## config.mk

```make
export PLATFORM = sky130hd
export DESIGN_NAME = rename_unit
export DESIGN_NICKNAME = d
export VERILOG_FILES = /design/src/rename_cfg_pkg.sv /design/src/wb_map_pkg.sv /design/src/free_list.sv /design/src/map_table.sv /design/src/rename_unit.sv /design/src/reorder_buffer.sv /design/src/wb_rename_regs.sv
export SDC_FILE = /design/constraint.sdc
export NUM_CORES = 2
export LEC_CHECK = 0
export BUFFER_PORTS_ARGS = -buffer_cell sky130_fd_sc_hd__buf_4
export CAP_MARGIN = 20
export CELL_PAD_IN_SITES_DETAIL_PLACEMENT = 1
export CELL_PAD_IN_SITES_GLOBAL_PLACEMENT = 1
export CORE_MARGIN = 2
export CORE_UTILIZATION = 45
export DETAILED_ROUTE_END_ITERATION = 10
export GPL_ROUTABILITY_DRIVEN = 0
export PLACE_DENSITY = 0.73
export RECOVER_POWER = 50
export SYNTH_ARGS = -nofsm -noshare
export SYNTH_HDL_FRONTEND = slang
export SYNTH_HIERARCHICAL = 1
export SYNTH_SLANG_ARGS = --single-unit
export TNS_END_PERCENT = 1
```

## constraint.sdc

```tcl
create_clock -name clock -period 6.9 [get_ports clock]
set_input_delay 1.38 -clock clock [delete_from_list [all_inputs] [get_ports clock]]
set_output_delay 1.38 -clock clock [all_outputs]
set_load 0.01 [all_outputs]
```

## src/rename_cfg_pkg.sv

```systemverilog
// Architectural sizes and tag types for the rename block
// Also holds the bus command word, which is read either as a
// dispatch or as a completion depending on the address written
// Imported by every RTL module that handles registers or tags
package rename_cfg_pkg;

    //////////////////////////////////////////////////
    // Sizes
    //////////////////////////////////////////////////

    // Architectural register file
    localparam int ARCH_REGS = 32;

    // Width of tag and ROB index fields in bus words
    // Caps PHYS_REGS and ROB_DEPTH at 256
    localparam int TAG_BITS = 8;

    //////////////////////////////////////////////////
    // Types
    //////////////////////////////////////////////////

    typedef logic [4:0] arch_reg_t;

    typedef logic [TAG_BITS-1:0] phys_tag_t;

    // One write word, two readings
    typedef union packed {
        // Dispatch of one decoded instruction
        struct packed {
            logic [16:0] spare;
            arch_reg_t   src2;
            arch_reg_t   src1;
            arch_reg_t   dst;
        } disp;
        // Completion report by ROB slot
        struct packed {
            logic [31-TAG_BITS:0] spare;
            phys_tag_t            rob_idx;
        } comp;
    } cmd_word_u;

endpackage

```

## src/wb_map_pkg.sv

```systemverilog
// Register map of the Wishbone slave port
// Word addresses first, then byte lanes of the read words
package wb_map_pkg;

    localparam int ADDR_W = 3;

    // Write only
    localparam logic [ADDR_W-1:0] ADDR_DISPATCH    = 3'd0;
    localparam logic [ADDR_W-1:0] ADDR_COMPLETE    = 3'd1;
    localparam logic [ADDR_W-1:0] ADDR_FLUSH       = 3'd2;

    // Read only
    localparam logic [ADDR_W-1:0] ADDR_LAST_RENAME = 3'd3;
    localparam logic [ADDR_W-1:0] ADDR_LAST_SRC2   = 3'd4;
    localparam logic [ADDR_W-1:0] ADDR_STATUS      = 3'd5;

    // Last rename word, one byte per field
    localparam int RN_NEW_LSB  = 0;
    localparam int RN_OLD_LSB  = 8;
    localparam int RN_ROB_LSB  = 16;
    localparam int RN_SRC1_LSB = 24;
    localparam int RN_SRC2_LSB = 0;

    // Status word
    localparam int ST_ROB_LSB = 0;
    localparam int ST_FL_LSB  = 8;

endpackage

```

## src/free_list.sv

```systemverilog
`timescale 1ns/1ns
// Free list of physical tags
// Circular FIFO of PHYS_REGS-ARCH_REGS slots, full after reset
// Dispatch pops at the head, retirement pushes the old tag at the tail
// Flush rewinds the head over the tags still held by the ROB
module free_list
    import rename_cfg_pkg::*;
#(
    parameter int PHYS_REGS = 64
) (
    input  logic                clock,
    input  logic                arst_n,
    input  logic                dispatch,
    input  logic                flush,
    input  logic                retire,
    input  phys_tag_t           retire_old_tag,
    input  logic [TAG_BITS:0]   rob_count,
    output phys_tag_t           new_tag,
    output logic                empty,
    output logic [TAG_BITS-1:0] count
);
    localparam int FREE  = PHYS_REGS - ARCH_REGS;
    localparam int PTR_W = $clog2(FREE);

    phys_tag_t        tags [FREE];
    logic [PTR_W-1:0] head;
    logic [PTR_W-1:0] tail;
    logic [PTR_W-1:0] head_rewind;

    // Wrap at FREE, which need not be a power of two
    function automatic logic [PTR_W-1:0] bump(input logic [PTR_W-1:0] ptr);
        return (ptr == PTR_W'(FREE - 1)) ? '0 : ptr + 1'b1;
    endfunction

    // Head minus ROB occupancy, modulo FREE
    always_comb begin
        int back;
        back = int'(head) + FREE - int'(rob_count);
        if (back >= FREE) begin
            back = back - FREE;
        end
        head_rewind = PTR_W'(back);
    end

    assign new_tag = tags[head];
    assign empty   = (count == '0);

    always_ff @(posedge clock or negedge arst_n) begin
        if (!arst_n) begin
            // Tags above the architectural ones, in ascending order
            for (int i = 0; i < FREE; i++) begin
                tags[i] <= phys_tag_t'(ARCH_REGS + i);
            end
            head  <= '0;
            tail  <= '0;
            count <= TAG_BITS'(FREE);
        end else if (flush) begin
            // In-flight tags come back in their original order
            head  <= head_rewind;
            count <= count + rob_count[TAG_BITS-1:0];
        end else begin
            if (dispatch) begin
                head <= bump(head);
            end
            if (retire) begin
                tags[tail] <= retire_old_tag;
                tail       <= bump(tail);
            end
            count <= count + TAG_BITS'(retire) - TAG_BITS'(dispatch);
        end
    end

endmodule

```

## src/map_table.sv

```systemverilog
`timescale 1ns/1ns
// Rename map table
// Speculative map serves dispatch lookups and takes each new tag,
// retirement map follows committed state only
// Flush copies the retirement map back over the speculative one
module map_table
    import rename_cfg_pkg::*;
#(
    parameter int PHYS_REGS = 64
) (
    input  logic      clock,
    input  logic      arst_n,
    input  logic      dispatch,
    input  logic      flush,
    input  arch_reg_t dst,
    input  arch_reg_t src1,
    input  arch_reg_t src2,
    input  phys_tag_t new_tag,
    input  logic      retire,
    input  arch_reg_t retire_arch,
    input  phys_tag_t retire_tag,
    output phys_tag_t old_tag,
    output phys_tag_t src1_tag,
    output phys_tag_t src2_tag
);
    // Entries only as wide as the physical file needs
    localparam int TAG_W = $clog2(PHYS_REGS);

    logic [TAG_W-1:0] spec_map [ARCH_REGS];
    logic [TAG_W-1:0] arch_map [ARCH_REGS];

    // Lookups see the map before this dispatch writes it,
    // so a source naming dst gets the previous producer
    assign old_tag  = phys_tag_t'(spec_map[dst]);
    assign src1_tag = phys_tag_t'(spec_map[src1]);
    assign src2_tag = phys_tag_t'(spec_map[src2]);

    //////////////////////////////////////////////////
    // Speculative map
    //////////////////////////////////////////////////

    always_ff @(posedge clock or negedge arst_n) begin
        if (!arst_n) begin
            // Identity mapping out of reset
            for (int i = 0; i < ARCH_REGS; i++) begin
                spec_map[i] <= TAG_W'(i);
            end
        end else if (flush) begin
            spec_map <= arch_map;
        end else if (dispatch) begin
            spec_map[dst] <= new_tag[TAG_W-1:0];
        end
    end

    //////////////////////////////////////////////////
    // Retirement map
    //////////////////////////////////////////////////

    always_ff @(posedge clock or negedge arst_n) begin
        if (!arst_n) begin
            for (int i = 0; i < ARCH_REGS; i++) begin
                arch_map[i] <= TAG_W'(i);
            end
        end else if (retire) begin
            arch_map[retire_arch] <= retire_tag[TAG_W-1:0];
        end
    end

endmodule

```

## src/rename_unit.sv

```systemverilog
`timescale 1ns/1ns
// Top of the register rename block
// A host on the Wishbone port dispatches, completes and flushes,
// and every in-order retirement shows on the commit ports
// PHYS_REGS and ROB_DEPTH are set here and passed down
module rename_unit
    import rename_cfg_pkg::*;
    import wb_map_pkg::*;
#(
    parameter int PHYS_REGS = 64,
    parameter int ROB_DEPTH = 16
) (
    input  logic              clock,
    input  logic              arst_n,
    input  logic              cyc,
    input  logic              stb,
    input  logic              we,
    input  logic [ADDR_W-1:0] adr,
    input  logic [31:0]       dat_w,
    output logic              ack,
    output logic              err,
    output logic [31:0]       dat_r,
    output logic              commit_valid,
    output arch_reg_t         commit_arch,
    output phys_tag_t         commit_tag,
    output phys_tag_t         commit_old_tag
);
    localparam int IDX_W = $clog2(ROB_DEPTH);

    //////////////////////////////////////////////////
    // Wires
    //////////////////////////////////////////////////

    // Bus slave to the structures
    logic             dispatch;
    logic             complete;
    logic             flush;
    arch_reg_t        dst;
    arch_reg_t        src1;
    arch_reg_t        src2;
    logic [IDX_W-1:0] complete_idx;

    // Rename results
    phys_tag_t new_tag;
    phys_tag_t old_tag;
    phys_tag_t src1_tag;
    phys_tag_t src2_tag;

    // Occupancy and checks back to the slave
    logic                rob_full;
    logic                fl_empty;
    logic [TAG_BITS:0]   rob_count;
    logic [TAG_BITS-1:0] fl_count;
    logic [IDX_W-1:0]    rob_tail;
    logic                complete_ok;

    //////////////////////////////////////////////////
    // Instances
    //////////////////////////////////////////////////

    wb_rename_regs #(
        .ROB_DEPTH (ROB_DEPTH)
    ) i_wb_rename_regs (
        .clock        (clock),
        .arst_n       (arst_n),
        .cyc          (cyc),
        .stb          (stb),
        .we           (we),
        .adr          (adr),
        .dat_w        (dat_w),
        .ack          (ack),
        .err          (err),
        .dat_r        (dat_r),
        .rob_full     (rob_full),
        .fl_empty     (fl_empty),
        .rob_count    (rob_count),
        .fl_count     (fl_count),
        .rob_tail     (rob_tail),
        .new_tag      (new_tag),
        .old_tag      (old_tag),
        .src1_tag     (src1_tag),
        .src2_tag     (src2_tag),
        .complete_ok  (complete_ok),
        .dispatch     (dispatch),
        .complete     (complete),
        .flush        (flush),
        .dst          (dst),
        .src1         (src1),
        .src2         (src2),
        .complete_idx (complete_idx)
    );

    // Retirement drives the commit ports directly
    map_table #(
        .PHYS_REGS (PHYS_REGS)
    ) i_map_table (
        .clock       (clock),
        .arst_n      (arst_n),
        .dispatch    (dispatch),
        .flush       (flush),
        .dst         (dst),
        .src1        (src1),
        .src2        (src2),
        .new_tag     (new_tag),
        .retire      (commit_valid),
        .retire_arch (commit_arch),
        .retire_tag  (commit_tag),
        .old_tag     (old_tag),
        .src1_tag    (src1_tag),
        .src2_tag    (src2_tag)
    );

    free_list #(
        .PHYS_REGS (PHYS_REGS)
    ) i_free_list (
        .clock          (clock),
        .arst_n         (arst_n),
        .dispatch       (dispatch),
        .flush          (flush),
        .retire         (commit_valid),
        .retire_old_tag (commit_old_tag),
        .rob_count      (rob_count),
        .new_tag        (new_tag),
        .empty          (fl_empty),
        .count          (fl_count)
    );

    reorder_buffer #(
        .ROB_DEPTH (ROB_DEPTH)
    ) i_reorder_buffer (
        .clock          (clock),
        .arst_n         (arst_n),
        .dispatch       (dispatch),
        .dst            (dst),
        .new_tag        (new_tag),
        .old_tag        (old_tag),
        .complete       (complete),
        .complete_idx   (complete_idx),
        .flush          (flush),
        .tail           (rob_tail),
        .full           (rob_full),
        .count          (rob_count),
        .complete_ok    (complete_ok),
        .retire         (commit_valid),
        .retire_arch    (commit_arch),
        .retire_tag     (commit_tag),
        .retire_old_tag (commit_old_tag)
    );

endmodule

```

## src/reorder_buffer.sv

```systemverilog
`timescale 1ns/1ns
// Reorder buffer for the rename block
// Entries are allocated at the tail on dispatch and marked done by
// the host's completion reports. The head retires once done, one
// entry per cycle, which frees its old tag and updates the
// retirement map. Flush drops every entry without a commit
module reorder_buffer
    import rename_cfg_pkg::*;
#(
    parameter  int ROB_DEPTH = 16,
    localparam int IDX_W     = $clog2(ROB_DEPTH)
) (
    input  logic              clock,
    input  logic              arst_n,
    input  logic              dispatch,
    input  arch_reg_t         dst,
    input  phys_tag_t         new_tag,
    input  phys_tag_t         old_tag,
    input  logic              complete,
    input  logic [IDX_W-1:0]  complete_idx,
    input  logic              flush,
    output logic [IDX_W-1:0]  tail,
    output logic              full,
    output logic [TAG_BITS:0] count,
    output logic              complete_ok,
    output logic              retire,
    output arch_reg_t         retire_arch,
    output phys_tag_t         retire_tag,
    output phys_tag_t         retire_old_tag
);
    // Entry payload
    arch_reg_t ent_dst [ROB_DEPTH];
    phys_tag_t ent_new [ROB_DEPTH];
    phys_tag_t ent_old [ROB_DEPTH];

    // Entry state
    logic [ROB_DEPTH-1:0] ent_valid;
    logic [ROB_DEPTH-1:0] ent_done;
    logic [IDX_W-1:0]     head;

    function automatic logic [IDX_W-1:0] bump(input logic [IDX_W-1:0] ptr);
        return (ptr == IDX_W'(ROB_DEPTH - 1)) ? '0 : ptr + 1'b1;
    endfunction

    assign full = (count == (TAG_BITS + 1)'(ROB_DEPTH));

    // Only an occupied entry still waiting may be completed
    assign complete_ok = ent_valid[complete_idx] && !ent_done[complete_idx];

    // Head leaves when done, a flush discards it instead
    assign retire         = ent_valid[head] && ent_done[head] && !flush;
    assign retire_arch    = ent_dst[head];
    assign retire_tag     = ent_new[head];
    assign retire_old_tag = ent_old[head];

    //////////////////////////////////////////////////
    // Pointers and entry state
    //////////////////////////////////////////////////

    always_ff @(posedge clock or negedge arst_n) begin
        if (!arst_n) begin
            head      <= '0;
            tail      <= '0;
            count     <= '0;
            ent_valid <= '0;
            ent_done  <= '0;
        end else if (flush) begin
            head      <= '0;
            tail      <= '0;
            count     <= '0;
            ent_valid <= '0;
            ent_done  <= '0;
        end else begin
            if (dispatch) begin
                ent_valid[tail] <= 1'b1;
                ent_done[tail]  <= 1'b0;
                tail            <= bump(tail);
            end
            if (complete) begin
                ent_done[complete_idx] <= 1'b1;
            end
            if (retire) begin
                ent_valid[head] <= 1'b0;
                head            <= bump(head);
            end
            count <= count + (TAG_BITS + 1)'(dispatch) - (TAG_BITS + 1)'(retire);
        end
    end

    // Payload written at allocation
    always_ff @(posedge clock) begin
        if (dispatch) begin
            ent_dst[tail] <= dst;
            ent_new[tail] <= new_tag;
            ent_old[tail] <= old_tag;
        end
    end

endmodule

```

## src/wb_rename_regs.sv

```systemverilog
`timescale 1ns/1ns
// Wishbone classic slave in front of the rename structures
// Every access ends one cycle after the request with ack or err,
// a refused command ends with err and changes nothing
// Accepted writes leave as one-cycle dispatch, complete or flush pulses
// Reads return the last rename result or the occupancy status
module wb_rename_regs
    import rename_cfg_pkg::*;
    import wb_map_pkg::*;
#(
    parameter  int ROB_DEPTH = 16,
    localparam int IDX_W     = $clog2(ROB_DEPTH)
) (
    input  logic                clock,
    input  logic                arst_n,
    input  logic                cyc,
    input  logic                stb,
    input  logic                we,
    input  logic [ADDR_W-1:0]   adr,
    input  logic [31:0]         dat_w,
    output logic                ack,
    output logic                err,
    output logic [31:0]         dat_r,
    input  logic                rob_full,
    input  logic                fl_empty,
    input  logic [TAG_BITS:0]   rob_count,
    input  logic [TAG_BITS-1:0] fl_count,
    input  logic [IDX_W-1:0]    rob_tail,
    input  phys_tag_t           new_tag,
    input  phys_tag_t           old_tag,
    input  phys_tag_t           src1_tag,
    input  phys_tag_t           src2_tag,
    input  logic                complete_ok,
    output logic                dispatch,
    output logic                complete,
    output logic                flush,
    output arch_reg_t           dst,
    output arch_reg_t           src1,
    output arch_reg_t           src2,
    output logic [IDX_W-1:0]    complete_idx
);
    cmd_word_u cmd;
    logic      req;
    logic      idx_in_range;
    logic      legal;
    logic      accept;

    // Captured result of the last accepted dispatch
    phys_tag_t last_new;
    phys_tag_t last_old;
    phys_tag_t last_rob;
    phys_tag_t last_src1;
    phys_tag_t last_src2;

    assign cmd = dat_w;

    // First cycle of a request only, the ack cycle is not a new one
    assign req = cyc && stb && !ack && !err;

    //////////////////////////////////////////////////
    // Access decode
    //////////////////////////////////////////////////

    assign idx_in_range = int'(cmd.comp.rob_idx) < ROB_DEPTH;

    always_comb begin
        case (adr)
            ADDR_DISPATCH: legal = we && !rob_full && !fl_empty;
            ADDR_COMPLETE: legal = we && idx_in_range && complete_ok;
            ADDR_FLUSH:    legal = we;
            ADDR_LAST_RENAME, ADDR_LAST_SRC2, ADDR_STATUS: begin
                legal = !we;
            end
            // Unmapped words
            default:       legal = 1'b0;
        endcase
    end

    assign accept = req && legal;

    // Pulses share the cycle in which ack is registered
    assign dispatch = accept && (adr == ADDR_DISPATCH);
    assign complete = accept && (adr == ADDR_COMPLETE);
    assign flush    = accept && (adr == ADDR_FLUSH);

    assign dst          = cmd.disp.dst;
    assign src1         = cmd.disp.src1;
    assign src2         = cmd.disp.src2;
    assign complete_idx = cmd.comp.rob_idx[IDX_W-1:0];

    always_ff @(posedge clock or negedge arst_n) begin
        if (!arst_n) begin
            ack <= 1'b0;
            err <= 1'b0;
        end else begin
            ack <= accept;
            err <= req && !legal;
        end
    end

    //////////////////////////////////////////////////
    // Readback
    //////////////////////////////////////////////////

    always_ff @(posedge clock) begin
        if (dispatch) begin
            last_new  <= new_tag;
            last_old  <= old_tag;
            last_rob  <= phys_tag_t'(rob_tail);
            last_src1 <= src1_tag;
            last_src2 <= src2_tag;
        end
    end

    always_comb begin
        dat_r = '0;
        case (adr)
            ADDR_LAST_RENAME: begin
                dat_r[RN_NEW_LSB +: TAG_BITS]  = last_new;
                dat_r[RN_OLD_LSB +: TAG_BITS]  = last_old;
                dat_r[RN_ROB_LSB +: TAG_BITS]  = last_rob;
                dat_r[RN_SRC1_LSB +: TAG_BITS] = last_src1;
            end
            ADDR_LAST_SRC2: dat_r[RN_SRC2_LSB +: TAG_BITS] = last_src2;
            ADDR_STATUS: begin
                // Full ROB of 256 wraps to 0 in its byte
                dat_r[ST_ROB_LSB +: TAG_BITS] = rob_count[TAG_BITS-1:0];
                dat_r[ST_FL_LSB +: TAG_BITS]  = fl_count;
            end
            default: dat_r = '0;
        endcase
    end

endmodule
```

# Yosys cells after proc, flatten, opt, wreduce, memory -nomap -nowiden
# Memory sizes are Yosys's and may differ from the RTL's.
# Index checks and enable logic that the tools add are counted.
op_classes:
  add_sub_neg: 12
  bitwise_logic: 13
  reduce_logical: 35
  order_cmp: 17
  n_eq_ne: 10
  n_mux: 64
ops:
  columns: ["cell", "count"]
  rows:
  - ["192-bit bitwise mux", 2]
  - ["192-bit two-way mux", 2]
  - ["256-bit bitwise mux", 1]
  - ["16-bit two-way mux", 8]
  - ["6-bit binary-select mux with 5-bit select", 3]
  - ["6-bit demux with 5-bit select", 2]
  - ["6-bit two-way mux", 8]
  - ["8-bit binary-select mux with 5-bit select", 1]
  - ["8-bit demux with 5-bit select", 1]
  - ["6-bit >= comparator (second input constant)", 6]
  - ["5-bit inverter with 6-bit output", 6]
  - ["16-bit bitwise AND", 2]
  - ["32-bit by 7-bit >= comparator with 1-bit output (second input constant)", 1]
  - ["8-bit two-way mux", 4]
  - ["16-bit inverter", 2]
  - ["16-bit bitwise OR", 2]
  - ["5-bit two-way mux", 5]
  - ["4-bit two-way mux", 6]
  - ["8-bit one-hot mux with 3 select lines", 1]
  - ["1-bit logical AND", 21]
  - ["6-bit by 1-bit less-than comparator with 1-bit output (second input constant)", 3]
  - ["1-bit binary-select mux with 4-bit select", 4]
  - ["8-bit one-hot mux with 2 select lines", 1]
  - ["4-bit by 5-bit less-than comparator with 1-bit output (second input constant)", 3]
  - ["30 further kinds", 56]
word_totals:
  inputBits: 40
  output_inout_bits: 56
  ramBits: 304
  reg_bits: 739
  wordCells: 265
  memories: 3
mem_list:
  columns: ["memory", "depth", "word_bits", "rd", "rd_clocked_by_memory_dff", "write_ports", "line_no", "source"]
  rows:
  - ["i_reorder_buffer.ent_new", 16, 8, 1, 0, 1, "reorder_buffer.sv:33", "phys_tag_t ent_new [ROB_DEPTH];"]
  - ["i_reorder_buffer.ent_old", 16, 6, 1, 0, 1, "reorder_buffer.sv:34", "phys_tag_t ent_old [ROB_DEPTH];"]
  - ["i_reorder_buffer.ent_dst", 16, 5, 1, 0, 1, "reorder_buffer.sv:32", "arch_reg_t ent_dst [ROB_DEPTH];"]

# Logic depth before layout (Yosys ltp)
logic_depth:
  ltp_word: 13
  depth_mapped: 17
  depth_no_buf: 17

# Hierarchy
# The synthesis kept the hierarchy.
modules_own_cells:
  columns: ["module", "area_each_um2", "cells_per_inst", "instances", "seq_area_each_um2"]
  rows:
  - ["map_table", 21231.6, 1833, 1, 9809.4]
  - ["reorder_buffer", 15748.9, 818, 1, 11315.9]
  - ["free_list", 13568.0, 948, 1, 6998.0]
  - ["wb_rename_regs", 1806.7, 142, 1, 1131.1]

# Worst setup path after synthesis
# Ideal clock, no wire load.
synth_timing:
  path_type: "in2reg"
  start: "input port adr[0]"
  end: "register i_reorder_buffer.ent_done[0]"
  stages: 9
  arrival_ns: 7.576
  path_slack_ns: -0.813
  path_buffers: 2
  required_ns: 6.763
  path_cell_list: "buf_6 nor2_1 a21boi_2 nor3_1 clkbuf_1 nand2_1 nor3_1 nand2b_1 a21oi_1"
synth_via:
  elab_chain_cells: 10
  elab_cells_between_ends: 17
  classes_between: "5 x eq/ne; 5 x mux; 1 x bitwise; 6 x reduce/logical"
synth_lines:
  columns: ["item", "line_no", "source"]
  rows:
  - ["from (decl)", "rename_unit.sv:18", "input logic [ADDR_W-1:0] adr,"]
  - ["3-bit equality test / 3-bit by 2-bit equality test with 1-bit output (equally long branches)", "wb_rename_regs.sv:67", "case (adr)"]
  - ["3-bit OR reduction", "wb_rename_regs.sv:67", null]
  - ["1-bit one-hot mux with 4 select lines", "wb_rename_regs.sv:67", null]
  - ["1-bit logical AND", "wb_rename_regs.sv:79", "assign accept = req && legal;"]
  - ["1-bit logical AND (*)", "wb_rename_regs.sv:82", "assign dispatch = accept && (adr == ADDR_DISPATCH);"]
  - ["via dispatch", "rename_unit.sv:35", "logic dispatch;"]
  - ["16-bit two-way mux (*)", "reorder_buffer.sv:74", "if (dispatch) begin"]
  - ["16-bit two-way mux (*)", "reorder_buffer.sv:67", "end else if (flush) begin"]
  - ["16-bit bitwise OR (no line)", null, null]
  - ["16-bit two-way mux (*)", "reorder_buffer.sv:79", "if (complete) begin"]
  - ["16-bit two-way mux (*)", "reorder_buffer.sv:67", null]
  - ["to (signal assigned)", "reorder_buffer.sv:66", "ent_done <= '0;"]
  - ["to (signal assigned)", "reorder_buffer.sv:72", "ent_done <= '0;"]
  - ["to (signal, indexed assignment)", "reorder_buffer.sv:80", "ent_done[complete_idx] <= 1'b1;"]
  - ["to (decl)", "reorder_buffer.sv:38", "logic [ROB_DEPTH-1:0] ent_done;"]
# The timed path passes the listed nets; every way through them passes the cells marked *. The select of a mux whose other input is x is not followed.
# A chain may end at the register's enable or synchronous reset.

# Worst setup path after layout
layout_timing:
  start: "input port dat_w[1]"
  end: "register i_reorder_buffer.ent_done[12]"
layout_via:
  elab_cells_between_ends: 24
  classes_between: "3 x order compare; 11 x mux; 1 x bitwise; 9 x reduce/logical"
layout_lines:
  columns: ["item", "line_no", "source"]
  rows:
  - ["from (decl)", "rename_unit.sv:19", "input logic [31:0] dat_w,"]
  - ["1-bit binary-select mux with 4-bit select", "reorder_buffer.sv:48", "assign complete_ok = ent_valid[complete_idx] && !ent_done[complete_idx];"]
  - ["1-bit two-way mux (implied by the code)", "reorder_buffer.sv:48", null]
  - ["1-bit zero test", "reorder_buffer.sv:48", null]
  - ["1-bit logical AND (*)", "reorder_buffer.sv:48", null]
  - ["via complete_ok", "rename_unit.sv:55", "logic complete_ok;"]
  - ["1-bit logical AND (*)", "wb_rename_regs.sv:69", "ADDR_COMPLETE: legal = we && idx_in_range && complete_ok;"]
  - ["1-bit one-hot mux with 4 select lines (*)", "wb_rename_regs.sv:67", null]
  - ["1-bit logical AND (*)", "wb_rename_regs.sv:79", null]
  - ["1-bit logical AND (*)", "wb_rename_regs.sv:83", "assign complete = accept && (adr == ADDR_COMPLETE);"]
  - ["via complete", "rename_unit.sv:36", "logic complete;"]
  - ["16-bit two-way mux (*)", "reorder_buffer.sv:79", null]
  - ["16-bit two-way mux (*)", "reorder_buffer.sv:67", null]
# Marked as above.

==> run summary <==
GRT overflow: 0
total wire length: 162500 um
area of the multi-input gates: 21460 um2
fin crit period: 5.923 ns
largest net degree at the start of global routing: 150
first-pass GRT wire length: 244500 um
final worst slack: 0.9775 ns
Ys Warns: 6
Clock Sinks: 1081
Hold Buf Count CTS: 0
Fin. Hold Viols: 0
pre-CTS setup slack: 1.442 ns
worst stage delay on the critical path: 2.20 ns
Top cell by count, worst path: nor2_1
Pwr Density: 391.6 nW/um2
CP arrival: 6.55 ns
fin nets: 3783
crit-path max FO: 38
Post-synth EDFFs: 372
critical path's top delay family: buffers and inverters
Reg clk slew, reported paths: 0.06 ns
1st-iter DRT viols: 3090
Critical-path top delay cell: clkbuf_1
Worst Skew: 0.06045 ns
H-tree Lvls: 3
worst min path class: reg -> reg
total iterations of the first detailed-routing run: 6
DRC: 0
Mapped Cells: 3741
ys flop type: dfrtp_1
Fill cells: 11290
setup TNS: 0 ns
fin crit share: 0.8583
CP Cell Sequence: clkbuf_1 -> o311ai_0 -> o311a_1 -> nor2_1 -> nand3b_1 -> a211oi_1 -> buf_4 -> nor3b_1 -> a32oi_1 -> nor2_1
unrepaired setup endpoints after global routing: false
Die H: 345.1 um
initial antenna violation count: 9
Die Wd: 345.1 um
Boundary Pins: 96
fraction of layout cells with a size suffix above 1: 0.3638
CTS tree: yes
Tightest Pin Transition: 4.209 ns
sequential area share after synthesis: 0.5588
syn_area_per_cell: 13.99 um2
GRT Overall Usage: 0.2727
clock buffer depth: 3
# rows: 125
root buf cell: clkbuf_16
PortBufs: 74
vias in the first global route: 36490
die area: 119100 um2
Routed Antenna Nets: 0
hpwl dp: 97680 um
required time worst endpoint: 7.53 ns
Setup-failing EPs final: 0
Seq cells post-synth: 1081
Sequential cell area: 29260 um2
drt wl/cell: 30.55 um
Slew HR: -1.806
post_cts resized: 0
Via density: 6.456
max-cap violations: 21
P_leak: 0.02220 uW
Worst-Skew Late Latency: 0.75 ns
failing checks: max-capacitance violations, max-slew violations
maximum vdd ir drop: 0.0004084 V
Setup crit end kind: flip-flop
Area growth syn-to-layout: 10.75%
Setup Buffers After CTS: 0
CP startpoint kind: input port
Slew Viols, Final: 747
Setup CP Type: in -> reg
asr flop ratio synth: 0.6559
Mapped Area: 52360 um2
run status: finished with violations
Fmax achieved: 0.1688 GHz
initial core utilization: 0.4524
core area: 115700 um2
CP bufs+invs: 2
synth unique cells: 73
via count: 34330
CTS Buf Count: 112
## layout make-up
class / instances / area share
timing repair buffer: 160 / 0.02085
inverter: 55 / 0.003733
tap: 1524 / 0.03289
clock buffer: 159 / 0.05431
multi-input combinational: 2281 / 0.3701
antenna: 3 / 0.0001295
clock inverter: 55 / 0.01327
sequential: 1081 / 0.5047
## worst paths after layout
check | from | end | slack (ns) | cells past startpoint
setup / recovery | dat_w[1] | i_reorder_buffer/ent_done[12] | 0.98 | 10
hold / removal | i_map_table/arch_map[123] | i_map_table/spec_map[123] | 0.49 | 2
setup reg to reg | i_free_list/count[5] | i_map_table/spec_map[82] | 1.00 | 11
hold reg to reg | i_map_table/arch_map[123] | i_map_table/spec_map[123] | 0.49 | 2
max in group asynchronous | arst_n | i_free_list/tags[115] | 1.35 | 2
min in group asynchronous | arst_n | i_free_list/tags[145] | 2.12 | 1
## metrics by stage
step / cell area (um2) / cells / hold slack [ns] / util / power, uW
final: 57980 / 5318 / 0.4878 / 0.5010 / 22710
after global routing: 57980 / 5317 / 0.5059 / 0.5010 / 23610
after CTS: 58060 / 5309 / 0.4867 / 0.5016 / 22740
after detailed placement: 54140 / 5095 / 0.4784 / 0.4678 / 16230
after global placement: 54100 / 5093 / 0.4665 / 0.4675 / 15940
after floorplan: 52390 / 3749 / 0.4362 / - / 13470
## routing by layer
| layer | global-route usage | routed length (um) | up-vias |
|---|---|---|---|
| met5 | 0 | 22 | - |
| met4 | 0.1110 | 7139 | 4 |
| met3 | 0.04847 | 12060 | 357 |
| met2 | 0.4454 | 78490 | 1395 |
| met1 | 0.3622 | 64740 | 18390 |
| li1 | - | - | 14180 |
## cell usage after synthesis, types with 8 or more instances
cell type	number	area, um2
a211oi_1	12	90.09
a21o_1	8	60.06
a21oi_1	52	260.3
a22oi_1	44	330.3
a31oi_1	196	1226
and2_1	17	106.4
and3_1	8	50.05
and3b_1	9	78.83
buf_1	11	41.29
buf_2	42	210.2
buf_4	34	255.2
buf_6	16	180.2
clkbuf_1	227	852.1
dfrtp_1	436	10910
dfstp_2	273	7173
edfxtp_1	372	11170
ha_1	48	600.6
inv_1	49	183.9
mux2_1	41	461.7
mux2_2	423	4763
mux2i_1	51	510.5
mux4_2	325	7320
nand2_1	96	360.4
nand2b_1	12	75.07
nand3_1	204	1021
nand3b_1	19	142.6
nand4_1	11	68.82
nor2_1	276	1036
nor2_2	18	112.6
nor2b_1	22	137.6
nor3_1	14	70.07
nor3b_1	21	157.7
o21ai_0	191	955.9
o21ai_1	35	175.2
o21bai_1	8	60.06
o221ai_1	8	70.07
xnor2_1	12	105.1
## power breakdown
part | leakage [uW] | switching, uW | internal, uW
combinational | 0.00839 | 4220 | 2800
clock | 0.00188 | 2720 | 3740
sequential | 0.0119 | 1000 | 8220
## tightest hold or removal path, cell delays in order (launching register included)
cell	delay [ns]
dfstp_2	0.37
nor2_1	0.07
a31oi_1	0.05
## cells by family (layout without fill, tap and decap cells)
kind of cell	count (synthesis)	in the layout	share of synthesized area
XOR/XNOR	19	19	0.003178
AO/OA/AOI/OAI	615	615	0.07201
buffers and inverters	387	429	0.03406
multiplexers	845	845	0.2516
AND/OR/NAND/NOR	740	740	0.06720
adder cells (fa/ha/maj)	52	52	0.01300
other	2	13	0.0001434
flip-flops	1081	1081	0.5588
## placed cells by master (no fill, tap or decap), drive strengths merged, types with 189 or more instances in the layout
cell,n
mux2,465
dfrtp,436
edfxtp,372
mux4,329
nor2,294
dfstp,273
o21ai,226
nand3,204
a31oi,196
clkbuf,189
## flip-flops by register name (all words and copies together) (netlist names), 5 cells and up
signal / flops
i_map_table/spec_map: 192
i_reorder_buffer/ent_valid: 16
i_free_list/tags: 256
i_free_list/tail: 5
i_wb_rename_regs/last_new: 8
i_wb_rename_regs/last_src2: 8
i_reorder_buffer/ent_old: 128
i_free_list/head: 5
i_reorder_buffer/ent_done: 16
i_reorder_buffer/count: 9
i_reorder_buffer/ent_dst: 80
i_map_table/arch_map: 192
i_reorder_buffer/ent_new: 128
i_free_list/count: 8
i_wb_rename_regs/last_src1: 8
i_wb_rename_regs/last_old: 8
No activity file was read; power rests on OpenSTA's default activity.
